File: src/verilog/rvCtrlPkg.sv
`default_nettype none

package rvCtrlPkg;

    // what lands in rd on writeback
    typedef enum logic [1:0] {
        wbAlu  = 2'd0,  // alu result
        wbImm  = 2'd1,  // lui immediate
        wbLink = 2'd2   // pc + 4 for jal/jalr
    } wbSrcE;

    // first alu operand
    typedef enum logic {
        opAReg = 1'b0,  // rs1 data
        opAPc  = 1'b1   // current pc, auipc and jal
    } opASrcE;

endpackage

`default_nettype wire

File: src/verilog/rvIsaPkg.sv
`default_nettype none

package rvIsaPkg;

    // major opcodes kept by this core
    typedef enum logic [6:0] {
        opImm    = 7'b0010011,  // addi, slti, shifts, ...
        opReg    = 7'b0110011,  // add, sub, sll, ...
        opLui    = 7'b0110111,
        opAuipc  = 7'b0010111,
        opJal    = 7'b1101111,
        opJalr   = 7'b1100111,
        opBranch = 7'b1100011
    } rvOpcodeE;

    // funct3 for alu ops (reg and imm forms share these)
    localparam logic [2:0] f3Add  = 3'b000;  // add/sub/addi
    localparam logic [2:0] f3Sll  = 3'b001;
    localparam logic [2:0] f3Slt  = 3'b010;
    localparam logic [2:0] f3Sltu = 3'b011;
    localparam logic [2:0] f3Xor  = 3'b100;
    localparam logic [2:0] f3Srl  = 3'b101;  // srl/sra
    localparam logic [2:0] f3Or   = 3'b110;
    localparam logic [2:0] f3And  = 3'b111;

    // funct3 for branches
    localparam logic [2:0] f3Beq  = 3'b000;
    localparam logic [2:0] f3Bne  = 3'b001;
    localparam logic [2:0] f3Blt  = 3'b100;
    localparam logic [2:0] f3Bge  = 3'b101;
    localparam logic [2:0] f3Bltu = 3'b110;
    localparam logic [2:0] f3Bgeu = 3'b111;

    localparam logic [6:0] f7Base = 7'b0000000;
    localparam logic [6:0] f7Alt  = 7'b0100000;  // selects sub / sra

    typedef enum logic [3:0] {
        aluAdd, aluSub, aluSll, aluSlt, aluSltu,
        aluXor, aluSrl, aluSra, aluOr, aluAnd
    } aluOpE;

    // encoded as the branch funct3 values
    typedef enum logic [2:0] {
        bcEq  = 3'b000,
        bcNe  = 3'b001,
        bcLt  = 3'b100,
        bcGe  = 3'b101,
        bcLtu = 3'b110,
        bcGeu = 3'b111
    } branchCondE;

endpackage

`default_nettype wire

File: src/verilog/controlUnit.sv
`default_nettype none

module controlUnit
    import rvIsaPkg::*;
    import rvCtrlPkg::*;
(
    input  rvOpcodeE    opcode,
    input  logic [2:0]  funct3,
    input  logic [6:0]  funct7,
    input  logic        instrValid,  // instruction present this cycle
    output aluOpE       aluOp,
    output branchCondE  branchCond,
    output opASrcE      opASrc,
    output logic        useImm,      // operand b from immediate
    output wbSrcE       wbSrc,
    output logic        regWrite,    // gated write enable
    output logic        isBranch,    // gated conditional branch
    output logic        isJump,      // gated jal/jalr
    output logic        isJalr,
    output logic        illegal      // unsupported encoding, while valid
);

    logic  altF7;     // funct7 selects sub/sra
    logic  badInstr;  // raw decode error
    logic  writesRd;
    logic  branchOp;
    logic  jumpOp;
    aluOpE arithOp;   // alu op from funct3/funct7

    assign altF7 = (funct7 == f7Alt);

    // arithmetic mapping, sub only for register form
    always_comb begin
        case (funct3)
            f3Add:   arithOp = (altF7 && opcode == opReg) ? aluSub : aluAdd;
            f3Sll:   arithOp = aluSll;
            f3Slt:   arithOp = aluSlt;
            f3Sltu:  arithOp = aluSltu;
            f3Xor:   arithOp = aluXor;
            f3Srl:   arithOp = altF7 ? aluSra : aluSrl;  // srai uses imm[11:5]
            f3Or:    arithOp = aluOr;
            default: arithOp = aluAnd;
        endcase
    end

    always_comb begin
        aluOp      = aluAdd;
        branchCond = bcEq;
        opASrc     = opAReg;
        useImm     = 1'b0;
        wbSrc      = wbAlu;
        writesRd   = 1'b0;
        branchOp   = 1'b0;
        jumpOp     = 1'b0;
        isJalr     = 1'b0;
        badInstr   = 1'b0;
        case (opcode)
            opReg: begin
                aluOp    = arithOp;
                writesRd = 1'b1;
                // alt funct7 only legal on add and srl
                badInstr = !(funct7 == f7Base ||
                             (altF7 && (funct3 == f3Add || funct3 == f3Srl)));
            end
            opImm: begin
                aluOp    = arithOp;
                useImm   = 1'b1;
                writesRd = 1'b1;
                if (funct3 == f3Sll) begin
                    badInstr = (funct7 != f7Base);
                end else if (funct3 == f3Srl) begin
                    badInstr = !(funct7 == f7Base || altF7);
                end
            end
            opLui: begin
                wbSrc    = wbImm;  // imm straight to rd
                useImm   = 1'b1;
                writesRd = 1'b1;
            end
            opAuipc: begin
                opASrc   = opAPc;  // pc + imm
                useImm   = 1'b1;
                writesRd = 1'b1;
            end
            opJal: begin
                opASrc   = opAPc;  // alu shows the target
                useImm   = 1'b1;
                wbSrc    = wbLink;
                writesRd = 1'b1;
                jumpOp   = 1'b1;
            end
            opJalr: begin
                useImm   = 1'b1;   // rs1 + imm
                wbSrc    = wbLink;
                writesRd = 1'b1;
                jumpOp   = 1'b1;
                isJalr   = 1'b1;
            end
            opBranch: begin
                aluOp    = aluSub; // rs1 - rs2, zero on equal
                branchOp = 1'b1;
                case (funct3)
                    f3Beq:   branchCond = bcEq;
                    f3Bne:   branchCond = bcNe;
                    f3Blt:   branchCond = bcLt;
                    f3Bge:   branchCond = bcGe;
                    f3Bltu:  branchCond = bcLtu;
                    f3Bgeu:  branchCond = bcGeu;
                    default: badInstr   = 1'b1;  // funct3 2 and 3
                endcase
            end
            default: badInstr = 1'b1;  // loads, stores, system, ...
        endcase
    end

    // nothing commits from an idle or bad slot
    assign illegal  = badInstr && instrValid;
    assign regWrite = writesRd && instrValid && !badInstr;
    assign isBranch = branchOp && instrValid && !badInstr;
    assign isJump   = jumpOp && instrValid && !badInstr;

endmodule

`default_nettype wire

File: src/verilog/executeUnit.sv
`default_nettype none

module executeUnit
    import rvIsaPkg::*;
    import rvCtrlPkg::*;
(
    input  logic [31:0] rdData1,     // rs1 value
    input  logic [31:0] rdData2,     // rs2 value
    input  logic [31:0] pc,          // current instruction address
    input  logic [31:0] imm,
    input  opASrcE      opASrc,
    input  logic        useImm,
    input  aluOpE       aluOp,
    input  branchCondE  branchCond,
    output logic [31:0] aluResult,
    output logic        zeroFlag,    // aluResult == 0
    output logic        condTrue     // branch condition holds
);

    logic [31:0] opA;
    logic [31:0] opB;
    logic [4:0]  shamt;      // shift amount, low 5 bits of b
    logic        lessS;      // signed rs1 < rs2
    logic        lessU;      // unsigned rs1 < rs2
    logic        regsEqual;

    assign opA   = (opASrc == opAPc) ? pc : rdData1;
    assign opB   = useImm ? imm : rdData2;
    assign shamt = opB[4:0];

    always_comb begin
        case (aluOp)
            aluAdd:  aluResult = opA + opB;
            aluSub:  aluResult = opA - opB;
            aluSll:  aluResult = opA << shamt;
            aluSlt:  aluResult = {31'd0, $signed(opA) < $signed(opB)};
            aluSltu: aluResult = {31'd0, opA < opB};
            aluXor:  aluResult = opA ^ opB;
            aluSrl:  aluResult = opA >> shamt;
            aluSra:  aluResult = $unsigned($signed(opA) >>> shamt);  // keeps sign
            aluOr:   aluResult = opA | opB;
            aluAnd:  aluResult = opA & opB;
            default: aluResult = 32'h0000_0000;
        endcase
    end

    assign zeroFlag = (aluResult == 32'h0000_0000);

    // branch compare always on the two registers
    assign regsEqual = (rdData1 == rdData2);
    assign lessS     = $signed(rdData1) < $signed(rdData2);
    assign lessU     = rdData1 < rdData2;

    always_comb begin
        case (branchCond)
            bcEq:    condTrue = regsEqual;
            bcNe:    condTrue = !regsEqual;
            bcLt:    condTrue = lessS;
            bcGe:    condTrue = !lessS;
            bcLtu:   condTrue = lessU;
            bcGeu:   condTrue = !lessU;
            default: condTrue = 1'b0;
        endcase
    end

endmodule

`default_nettype wire

File: src/verilog/instrDecode.sv
`default_nettype none

module instrDecode
    import rvIsaPkg::*;
(
    input  logic [31:0] instruction,  // raw instruction word
    output logic [4:0]  rs1,          // source reg 1
    output logic [4:0]  rs2,          // source reg 2
    output logic [4:0]  rd,           // dest reg
    output rvOpcodeE    opcode,       // major opcode
    output logic [2:0]  funct3,
    output logic [6:0]  funct7,
    output logic [31:0] imm           // sign-extended immediate
);

    logic [31:0] immI;  // jalr, op-imm
    logic [31:0] immB;  // branches
    logic [31:0] immU;  // lui, auipc
    logic [31:0] immJ;  // jal

    // fixed field positions
    assign opcode = rvOpcodeE'(instruction[6:0]);
    assign rd     = instruction[11:7];
    assign funct3 = instruction[14:12];
    assign rs1    = instruction[19:15];
    assign rs2    = instruction[24:20];
    assign funct7 = instruction[31:25];

    assign immI = {{20{instruction[31]}}, instruction[31:20]};
    assign immB = {{19{instruction[31]}}, instruction[31], instruction[7],
                   instruction[30:25], instruction[11:8], 1'b0};  // lsb always 0
    assign immU = {instruction[31:12], 12'h000};
    assign immJ = {{11{instruction[31]}}, instruction[31], instruction[19:12],
                   instruction[20], instruction[30:21], 1'b0};  // lsb always 0

    // format picked by opcode
    always_comb begin
        case (opcode)
            opImm, opJalr:   imm = immI;
            opBranch:        imm = immB;
            opLui, opAuipc:  imm = immU;
            opJal:           imm = immJ;
            opReg:           imm = 32'h0000_0000;  // no immediate
            default:         imm = immI;           // illegal op, value unused
        endcase
    end

endmodule

`default_nettype wire

File: src/verilog/pcUnit.sv
`default_nettype none

module pcUnit #(
    parameter logic [31:0] resetVector = 32'h0000_0000
) (
    input  logic        clk,
    input  logic        rstN,
    input  logic        instrValid,   // instruction taken this edge
    input  logic        isBranch,
    input  logic        condTrue,
    input  logic        isJump,
    input  logic        isJalr,
    input  logic [31:0] imm,
    input  logic [31:0] aluResult,    // rs1 + imm for jalr
    output logic [31:0] pc,
    output logic [31:0] linkAddr,     // return address
    output logic        branchTaken
);

    logic [31:0] nextPc;

    assign linkAddr    = pc + 32'd4;
    assign branchTaken = isBranch && condTrue;  // isBranch is low when idle

    always_comb begin
        if (isJump && isJalr) begin
            nextPc = {aluResult[31:1], 1'b0};  // clear bit 0
        end else if (isJump || branchTaken) begin
            nextPc = pc + imm;
        end else begin
            nextPc = linkAddr;  // sequential, also illegal
        end
    end

    always_ff @(posedge clk or negedge rstN) begin
        if (!rstN) begin
            pc <= resetVector;
        end else if (instrValid) begin  // hold on idle
            pc <= nextPc;
        end
    end

    aPcAligned: assert property (@(posedge clk) disable iff (!rstN)
        instrValid |-> pc[1:0] == 2'b00)
        else $error("misaligned pc %h", pc);

endmodule

`default_nettype wire

File: src/verilog/registerFile.sv
`default_nettype none

module registerFile
    import rvCtrlPkg::*;
(
    input  logic        clk,
    input  logic        rstN,           // async, active low
    input  logic [4:0]  rs1,
    input  logic [4:0]  rs2,
    input  logic [4:0]  rd,
    input  logic        regWrite,       // already gated by valid/illegal
    input  wbSrcE       wbSrc,
    input  logic [31:0] aluResult,
    input  logic [31:0] imm,
    input  logic [31:0] linkAddr,       // pc + 4
    output logic [31:0] rdData1,
    output logic [31:0] rdData2,
    output logic [31:0] regWindow [32]  // full view for the testbench
);

    logic [31:0] regs [1:31];  // x0 not stored
    logic [31:0] wrData;

    always_comb begin
        case (wbSrc)
            wbImm:   wrData = imm;
            wbLink:  wrData = linkAddr;
            default: wrData = aluResult;
        endcase
    end

    always_ff @(posedge clk or negedge rstN) begin
        if (!rstN) begin
            for (int i = 1; i < 32; i++) begin
                regs[i] <= 32'h0000_0000;
            end
        end else if (regWrite && rd != 5'd0) begin  // writes to x0 dropped
            regs[rd] <= wrData;
        end
    end

    // combinational reads, x0 hard zero
    assign rdData1 = (rs1 == 5'd0) ? 32'h0000_0000 : regs[rs1];
    assign rdData2 = (rs2 == 5'd0) ? 32'h0000_0000 : regs[rs2];

    assign regWindow[0] = 32'h0000_0000;
    for (genvar g = 1; g < 32; g++) begin : gWindow
        assign regWindow[g] = regs[g];
    end

    aWbSrcLegal: assert property (@(posedge clk) disable iff (!rstN)
        regWrite |-> wbSrc inside {wbAlu, wbImm, wbLink})
        else $error("write with unknown writeback source %0d", wbSrc);

endmodule

`default_nettype wire

File: src/verilog/rvCore.sv
`default_nettype none

module rvCore
    import rvIsaPkg::*;
    import rvCtrlPkg::*;
#(
    parameter logic [31:0] resetVector = 32'h0000_0000
) (
    input  logic        clk,
    input  logic        rstN,
    input  logic [31:0] instruction,    // word at pc
    input  logic        instrValid,     // low inserts an idle cycle
    output logic [31:0] pc,
    output logic [31:0] aluResult,
    output logic        zeroFlag,
    output logic        branchTaken,
    output logic        errFlag,        // illegal instruction seen
    output logic [31:0] regWindow [32]
);

    // decode fields
    logic [4:0]  rs1;
    logic [4:0]  rs2;
    logic [4:0]  rd;
    rvOpcodeE    opcode;
    logic [2:0]  funct3;
    logic [6:0]  funct7;
    logic [31:0] imm;

    // controls
    aluOpE       aluOp;
    branchCondE  branchCond;
    opASrcE      opASrc;
    logic        useImm;
    wbSrcE       wbSrc;
    logic        regWrite;
    logic        isBranch;
    logic        isJump;
    logic        isJalr;

    // datapath
    logic [31:0] rdData1;
    logic [31:0] rdData2;
    logic        condTrue;
    logic [31:0] linkAddr;

    instrDecode i_decode (
        .instruction(instruction), .rs1(rs1), .rs2(rs2), .rd(rd),
        .opcode(opcode), .funct3(funct3), .funct7(funct7), .imm(imm)
    );

    controlUnit i_ctrl (
        .opcode(opcode), .funct3(funct3), .funct7(funct7), .instrValid(instrValid),
        .aluOp(aluOp), .branchCond(branchCond), .opASrc(opASrc), .useImm(useImm),
        .wbSrc(wbSrc), .regWrite(regWrite), .isBranch(isBranch), .isJump(isJump),
        .isJalr(isJalr), .illegal(errFlag)  // already qualified by instrValid
    );

    registerFile i_regs (
        .clk(clk), .rstN(rstN), .rs1(rs1), .rs2(rs2), .rd(rd),
        .regWrite(regWrite), .wbSrc(wbSrc), .aluResult(aluResult), .imm(imm),
        .linkAddr(linkAddr), .rdData1(rdData1), .rdData2(rdData2),
        .regWindow(regWindow)
    );

    executeUnit i_exec (
        .rdData1(rdData1), .rdData2(rdData2), .pc(pc), .imm(imm),
        .opASrc(opASrc), .useImm(useImm), .aluOp(aluOp), .branchCond(branchCond),
        .aluResult(aluResult), .zeroFlag(zeroFlag), .condTrue(condTrue)
    );

    pcUnit #(
        .resetVector(resetVector)
    ) i_pc (
        .clk(clk), .rstN(rstN), .instrValid(instrValid), .isBranch(isBranch),
        .condTrue(condTrue), .isJump(isJump), .isJalr(isJalr), .imm(imm),
        .aluResult(aluResult), .pc(pc), .linkAddr(linkAddr),
        .branchTaken(branchTaken)
    );

endmodule

`default_nettype wire

File: config.mk
export PLATFORM = sky130hd
export DESIGN_NAME = rvCore
export DESIGN_NICKNAME = d
export VERILOG_FILES = /design/src/verilog/rvCtrlPkg.sv /design/src/verilog/rvIsaPkg.sv /design/src/verilog/controlUnit.sv /design/src/verilog/executeUnit.sv /design/src/verilog/instrDecode.sv /design/src/verilog/pcUnit.sv /design/src/verilog/registerFile.sv /design/src/verilog/rvCore.sv
export SDC_FILE = /design/constraint.sdc
export NUM_CORES = 2
export LEC_CHECK = 0
export ABC_AREA = 1
export ABC_CLOCK_PERIOD_IN_PS = 6900
export BUFFER_PORTS_ARGS = -buffer_cell sky130_fd_sc_hd__buf_2
export CORE_AREA = 2 2 438 440
export CTS_BUF_LIST = sky130_fd_sc_hd__clkbuf_8
export DETAILED_ROUTE_END_ITERATION = 16
export DIE_AREA = 0 0 440 442
export SLEW_MARGIN = 20
export SYNTH_ARGS = -nofsm -noshare
export SYNTH_HDL_FRONTEND = slang
export SYNTH_SLANG_ARGS = --single-unit
export TNS_END_PERCENT = 1
File: constraint.sdc
create_clock -name clk -period 6.9 [get_ports clk]
set_input_delay 1.38 -clock clk [delete_from_list [all_inputs] [get_ports clk]]
set_output_delay 1.38 -clock clk [all_outputs]
set_load 0.01 [all_outputs]
==> results list <==
- Of the synthesized area, sequential elements account for 0.359.
- Synthesis inferred about 1.0k register bits.
* Outcome: complete, but fails checks
- Between clock sinks in the finished design, the worst skew comes to 0.0678 ns.
- Sequential group share of total power: 0.313
- Async set or reset register ratio after synthesis: 1.00
- Across the VDD grid, the largest voltage drop is 0.180 mV.
- The worst pin sits at a relative slew slack of 0.145.
* Switching Fraction: 0.411
- Hold WS: 0.461 ns
* Clock power frac: 0.301
- For this run, the slowest stage of the critical path takes 0.30 ns.
- TritonCTS built the clock tree.
- Among the stages of the critical path, the cell type that occurs most often is sky130_fd_sc_hd__nand2_1.
- The count of final hold-check violations was 0.
- Number of violations of the max-capacitance limit: 0
* Leakage: slightly below 50 nW
* # H-tree levels: 4
- For this run, the number of Yosys warnings is 0.
- Worst setup slack after placement: -1.56 ns
- The routed design could run at a clock period as short as between 7 and 8 ns.
- Cts hold-fix bufs: 0
* Post-detailed-placement half-perimeter wirelength: 396 mm
- The core region is 190,000 µm².
- In this run the vertical extent of the chip is 442 µm.
- Worst-Margin Slew: 1.27 ns
- Derived from the worst setup path, the maximum achievable clock frequency is 0.130 GHz.
- Before antenna repair, the detailed router went through 9 iterations.
- Synthesis handed over a netlist of roughly 11k instances.
- Unrepaired setup endpoints after global routing: true
- Top FF cell, synth: sky130_fd_sc_hd__dfrtp_1
- Routability-driven placement finished with a final weighted congestion of between 1 and 1.5.
- Via count of the first global-routing pass: 85.2k
* Cell type with the highest aggregate area in the netlist: sky130_fd_sc_hd__dfrtp_1
- Layout cells sized above 1: 0.268
* Post-route clock period utilization: 1.12
* Initial antenna violation count: 37
- Post-layout utilization of the core: 0.504
- Across all setup checks in the final design, the least slack found is -0.814 ns.
- Of the total power, combinational logic draws 0.386.
* Clk buf depth: 3
- For this block, the initial DRC count from the detailed router was 14.6k.
- Remaining antenna violation count after routing: 0
- After routing the design area is 95,600 µm².
- The floorplan step defined a die boundary enclosing about 200,000 µm².
* Worst setup SP type: input port
- After synthesis, the mean cell area works out to 6.75 µm².
* Post-detailed-route via-to-cell ratio: 6.11
* Largest net degree at the start of global routing: 176
- Critical-path maximum fanout: 18
- Global routing finished with a remaining overflow of 0.
- In this run the tool buffered the top-level ports with between 1k and 1.5k buffer cells.
- STA classifies the critical path endpoint as an output port.
- Clock tree root buffer cell: sky130_fd_sc_hd__clkbuf_8
- Wires add up to 511 mm.
- Largest cells by area after synthesis: sky130_fd_sc_hd__dfrtp_1 (36%), sky130_fd_sc_hd__nand2_1 (17%), sky130_fd_sc_hd__o21ai_1 (6.5%)
- Tot GR Track Use: 0.507
- In this run the horizontal extent of the chip is 440 µm.
- The internal portion of the total power is roughly 0.012 W.
- Slowest stage cell, crit path: sky130_fd_sc_hd__a21oi_1
* Worst Path Required: 5.52 ns
- Power dissipated by switching net loads: 0.00816 W
* Final Power: between 0.015 and 0.02 W
* Failing checks: setup timing
* Relative area change from synthesis to final layout: 34.1%
- Latest clock arrival within the worst-skew pair: 1.04 ns
- Arr. time, crit path: 6.33 ns
* Clk sinks: 1,024
- Wire length per cell after detailed routing: roughly 34 µm
* Final setup violation count: 30
- # rows: 160
- Total number of nets in the final design: 12.7k
- Cell Pwr Density: 207 nW/µm²
- Tightest Hold Check Type: input port to asynchronous set/reset pin
- In this run, synthesis inferred 0 flip-flops with an integrated enable.
- Netlist cell types: 69
- Final Max Slew Viols: 0
* TritonCTS buffer count: 180
- The worst setup path is of the input port to output port kind.
- Effective utilization at floorplan: 0.376
- In the routed design, unresolved DRC markers number 0.
- Detailed routing inserted a total of between 90k and 100k vias.
- After detailed placement, the total cell area comes to 88,700 µm².
* Top-level port count: 1,126
* Synthesized area: between 70,000 and 80,000 µm²
- The share of synthesized area in the top cell type comes to 0.359.
- After clock tree synthesis, the clock-pin slew on the worst setup and hold paths is 0.06 ns.
- The first global-routing pass estimated 694 mm of wire.
## path summary, 6_finish.rpt
path	endpoint	slack (ns)	from	cells past startpoint
setup reg to reg	i_regs.regWindow[55]$_DFFE_PN0P_	1.63	i_regs.regWindow[941]$_DFFE_PN0P_	28
min in group clk	i_regs.regWindow[557]$_DFFE_PN0P_	0.52	i_regs.regWindow[557]$_DFFE_PN0P_	2
setup / recovery	zeroFlag	-0.81	instruction[15]	37
hold / removal	i_regs.regWindow[658]$_DFFE_PN0P_	0.46	rstN	1
max in group asynchronous	i_regs.regWindow[920]$_DFFE_PN0P_	4.72	rstN	3
hold reg to reg	i_regs.regWindow[557]$_DFFE_PN0P_	0.52	i_regs.regWindow[557]$_DFFE_PN0P_	2
## cells in the mapped netlist (25+ instances only)
library cell and number:
sky130_fd_sc_hd__a21oi_1 580, sky130_fd_sc_hd__a221oi_1 90, sky130_fd_sc_hd__buf_1 62, sky130_fd_sc_hd__buf_2 204
sky130_fd_sc_hd__buf_4 121, sky130_fd_sc_hd__buf_6 47, sky130_fd_sc_hd__clkbuf_1 388, sky130_fd_sc_hd__dfrtp_1 1024
sky130_fd_sc_hd__ha_1 163, sky130_fd_sc_hd__inv_1 783, sky130_fd_sc_hd__inv_2 51, sky130_fd_sc_hd__nand2_1 3235
sky130_fd_sc_hd__nand2_2 25, sky130_fd_sc_hd__nand3_1 888, sky130_fd_sc_hd__nand4_1 63, sky130_fd_sc_hd__nor2_1 628
sky130_fd_sc_hd__nor3_1 49, sky130_fd_sc_hd__o211ai_1 174, sky130_fd_sc_hd__o21ai_0 598, sky130_fd_sc_hd__o21ai_1 927
sky130_fd_sc_hd__o21ai_2 31, sky130_fd_sc_hd__o221ai_1 68, sky130_fd_sc_hd__xor2_1 59
## metal layers
metal	share of wire	vias up	track usage	routed length [µm]
li1	-	39000	-	-
met1	0.36	44000	0.623	184000
met2	0.40	7628	0.707	204000
met3	0.13	2039	0.171	66400
met4	0.11	26	0.431	56500
met5	0.00077	-	0.00918	393
## power by group through the flow
stage	clock network (W)	logic, W	registers [W]
after floorplan	0	0.00319	0.00627
after global placement	0	0.00687	0.00630
after detailed placement	0	0.00686	0.00630
after CTS	0.00597	0.00718	0.00620
after global routing	0.00622	0.00789	0.00620
final	0.00597	0.00766	0.00620
## repair_timing
action	CTS	global route
endpoints found under the setup margin	31	34
gates resized for setup	374	223
pin swaps	89	83
endpoints found under the hold margin	0	0
buffers inserted	39	24
cloned	9	7
## final cells by class
type	instances	area, µm²
fillers	19100	93900
multi-input cells	7907	40600
flip-flops and latches	1024	25600
repair buffers	2547	19300
inverters	842	3250
well taps	2511	3140
clock buffers	213	2930
clock inverters	104	747
diodes	14	35.0
## cell usage in the layout, fill, tap and decap left out, types with 46 or more instances in the layout
cell                       instances
sky130_fd_sc_hd__buf_12          163
sky130_fd_sc_hd__dfrtp_1        1024
sky130_fd_sc_hd__a221oi_1         56
sky130_fd_sc_hd__o211ai_1        174
sky130_fd_sc_hd__o21ai_0         516
sky130_fd_sc_hd__inv_2            58
sky130_fd_sc_hd__o221ai_1         67
sky130_fd_sc_hd__buf_4          1221
sky130_fd_sc_hd__buf_2          1081
sky130_fd_sc_hd__ha_1            142
sky130_fd_sc_hd__nand2_1        3171
sky130_fd_sc_hd__a21oi_1         526
sky130_fd_sc_hd__nand4_1          63
sky130_fd_sc_hd__nand2_2          81
sky130_fd_sc_hd__a21oi_2          46
sky130_fd_sc_hd__xor2_1           58
sky130_fd_sc_hd__clkbuf_8        213
sky130_fd_sc_hd__o21ai_1         975
sky130_fd_sc_hd__inv_1           807
sky130_fd_sc_hd__nor2_1          567
sky130_fd_sc_hd__nand3_1         859
## critical path, delay by kind of cell
kind,cells,cell delay (ns)
AND/OR/NAND/NOR,25,2.83
adder cells (fa/ha/maj),1,0.24
buffers and inverters,8,1.11
AO/OA/AOI/OAI,3,0.67
## kinds of logic (layout without fill, tap and decap cells)
family,count (synthesis),count (layout),synth area share
compound gates,2635,2635,0.208
xor+xnor,72,72,0.00885
fa+ha+maj,166,166,0.0295
buf+inv,1665,3706,0.103
flops,1024,1024,0.359
other cells,1,46,0.0000526
simple gates,5002,5002,0.291
## sequential cells by signal (all words and copies together) (netlist names)
| register | cells |
|---|---|
| i_pc.pc | 32 |
| i_regs.regWindow | 992 |
## per-stage QoR
step	TNS, ns	instances
2_1_floorplan	0	10600
3_3_place_gp	-49.93	14800
3_5_place_dp	-54.47	14800
4_1_cts	-7.60	15100
5_1_grt	-13.22	15200
6_report	-9.71	15200
No activity file was read; power rests on OpenSTA's default activity.
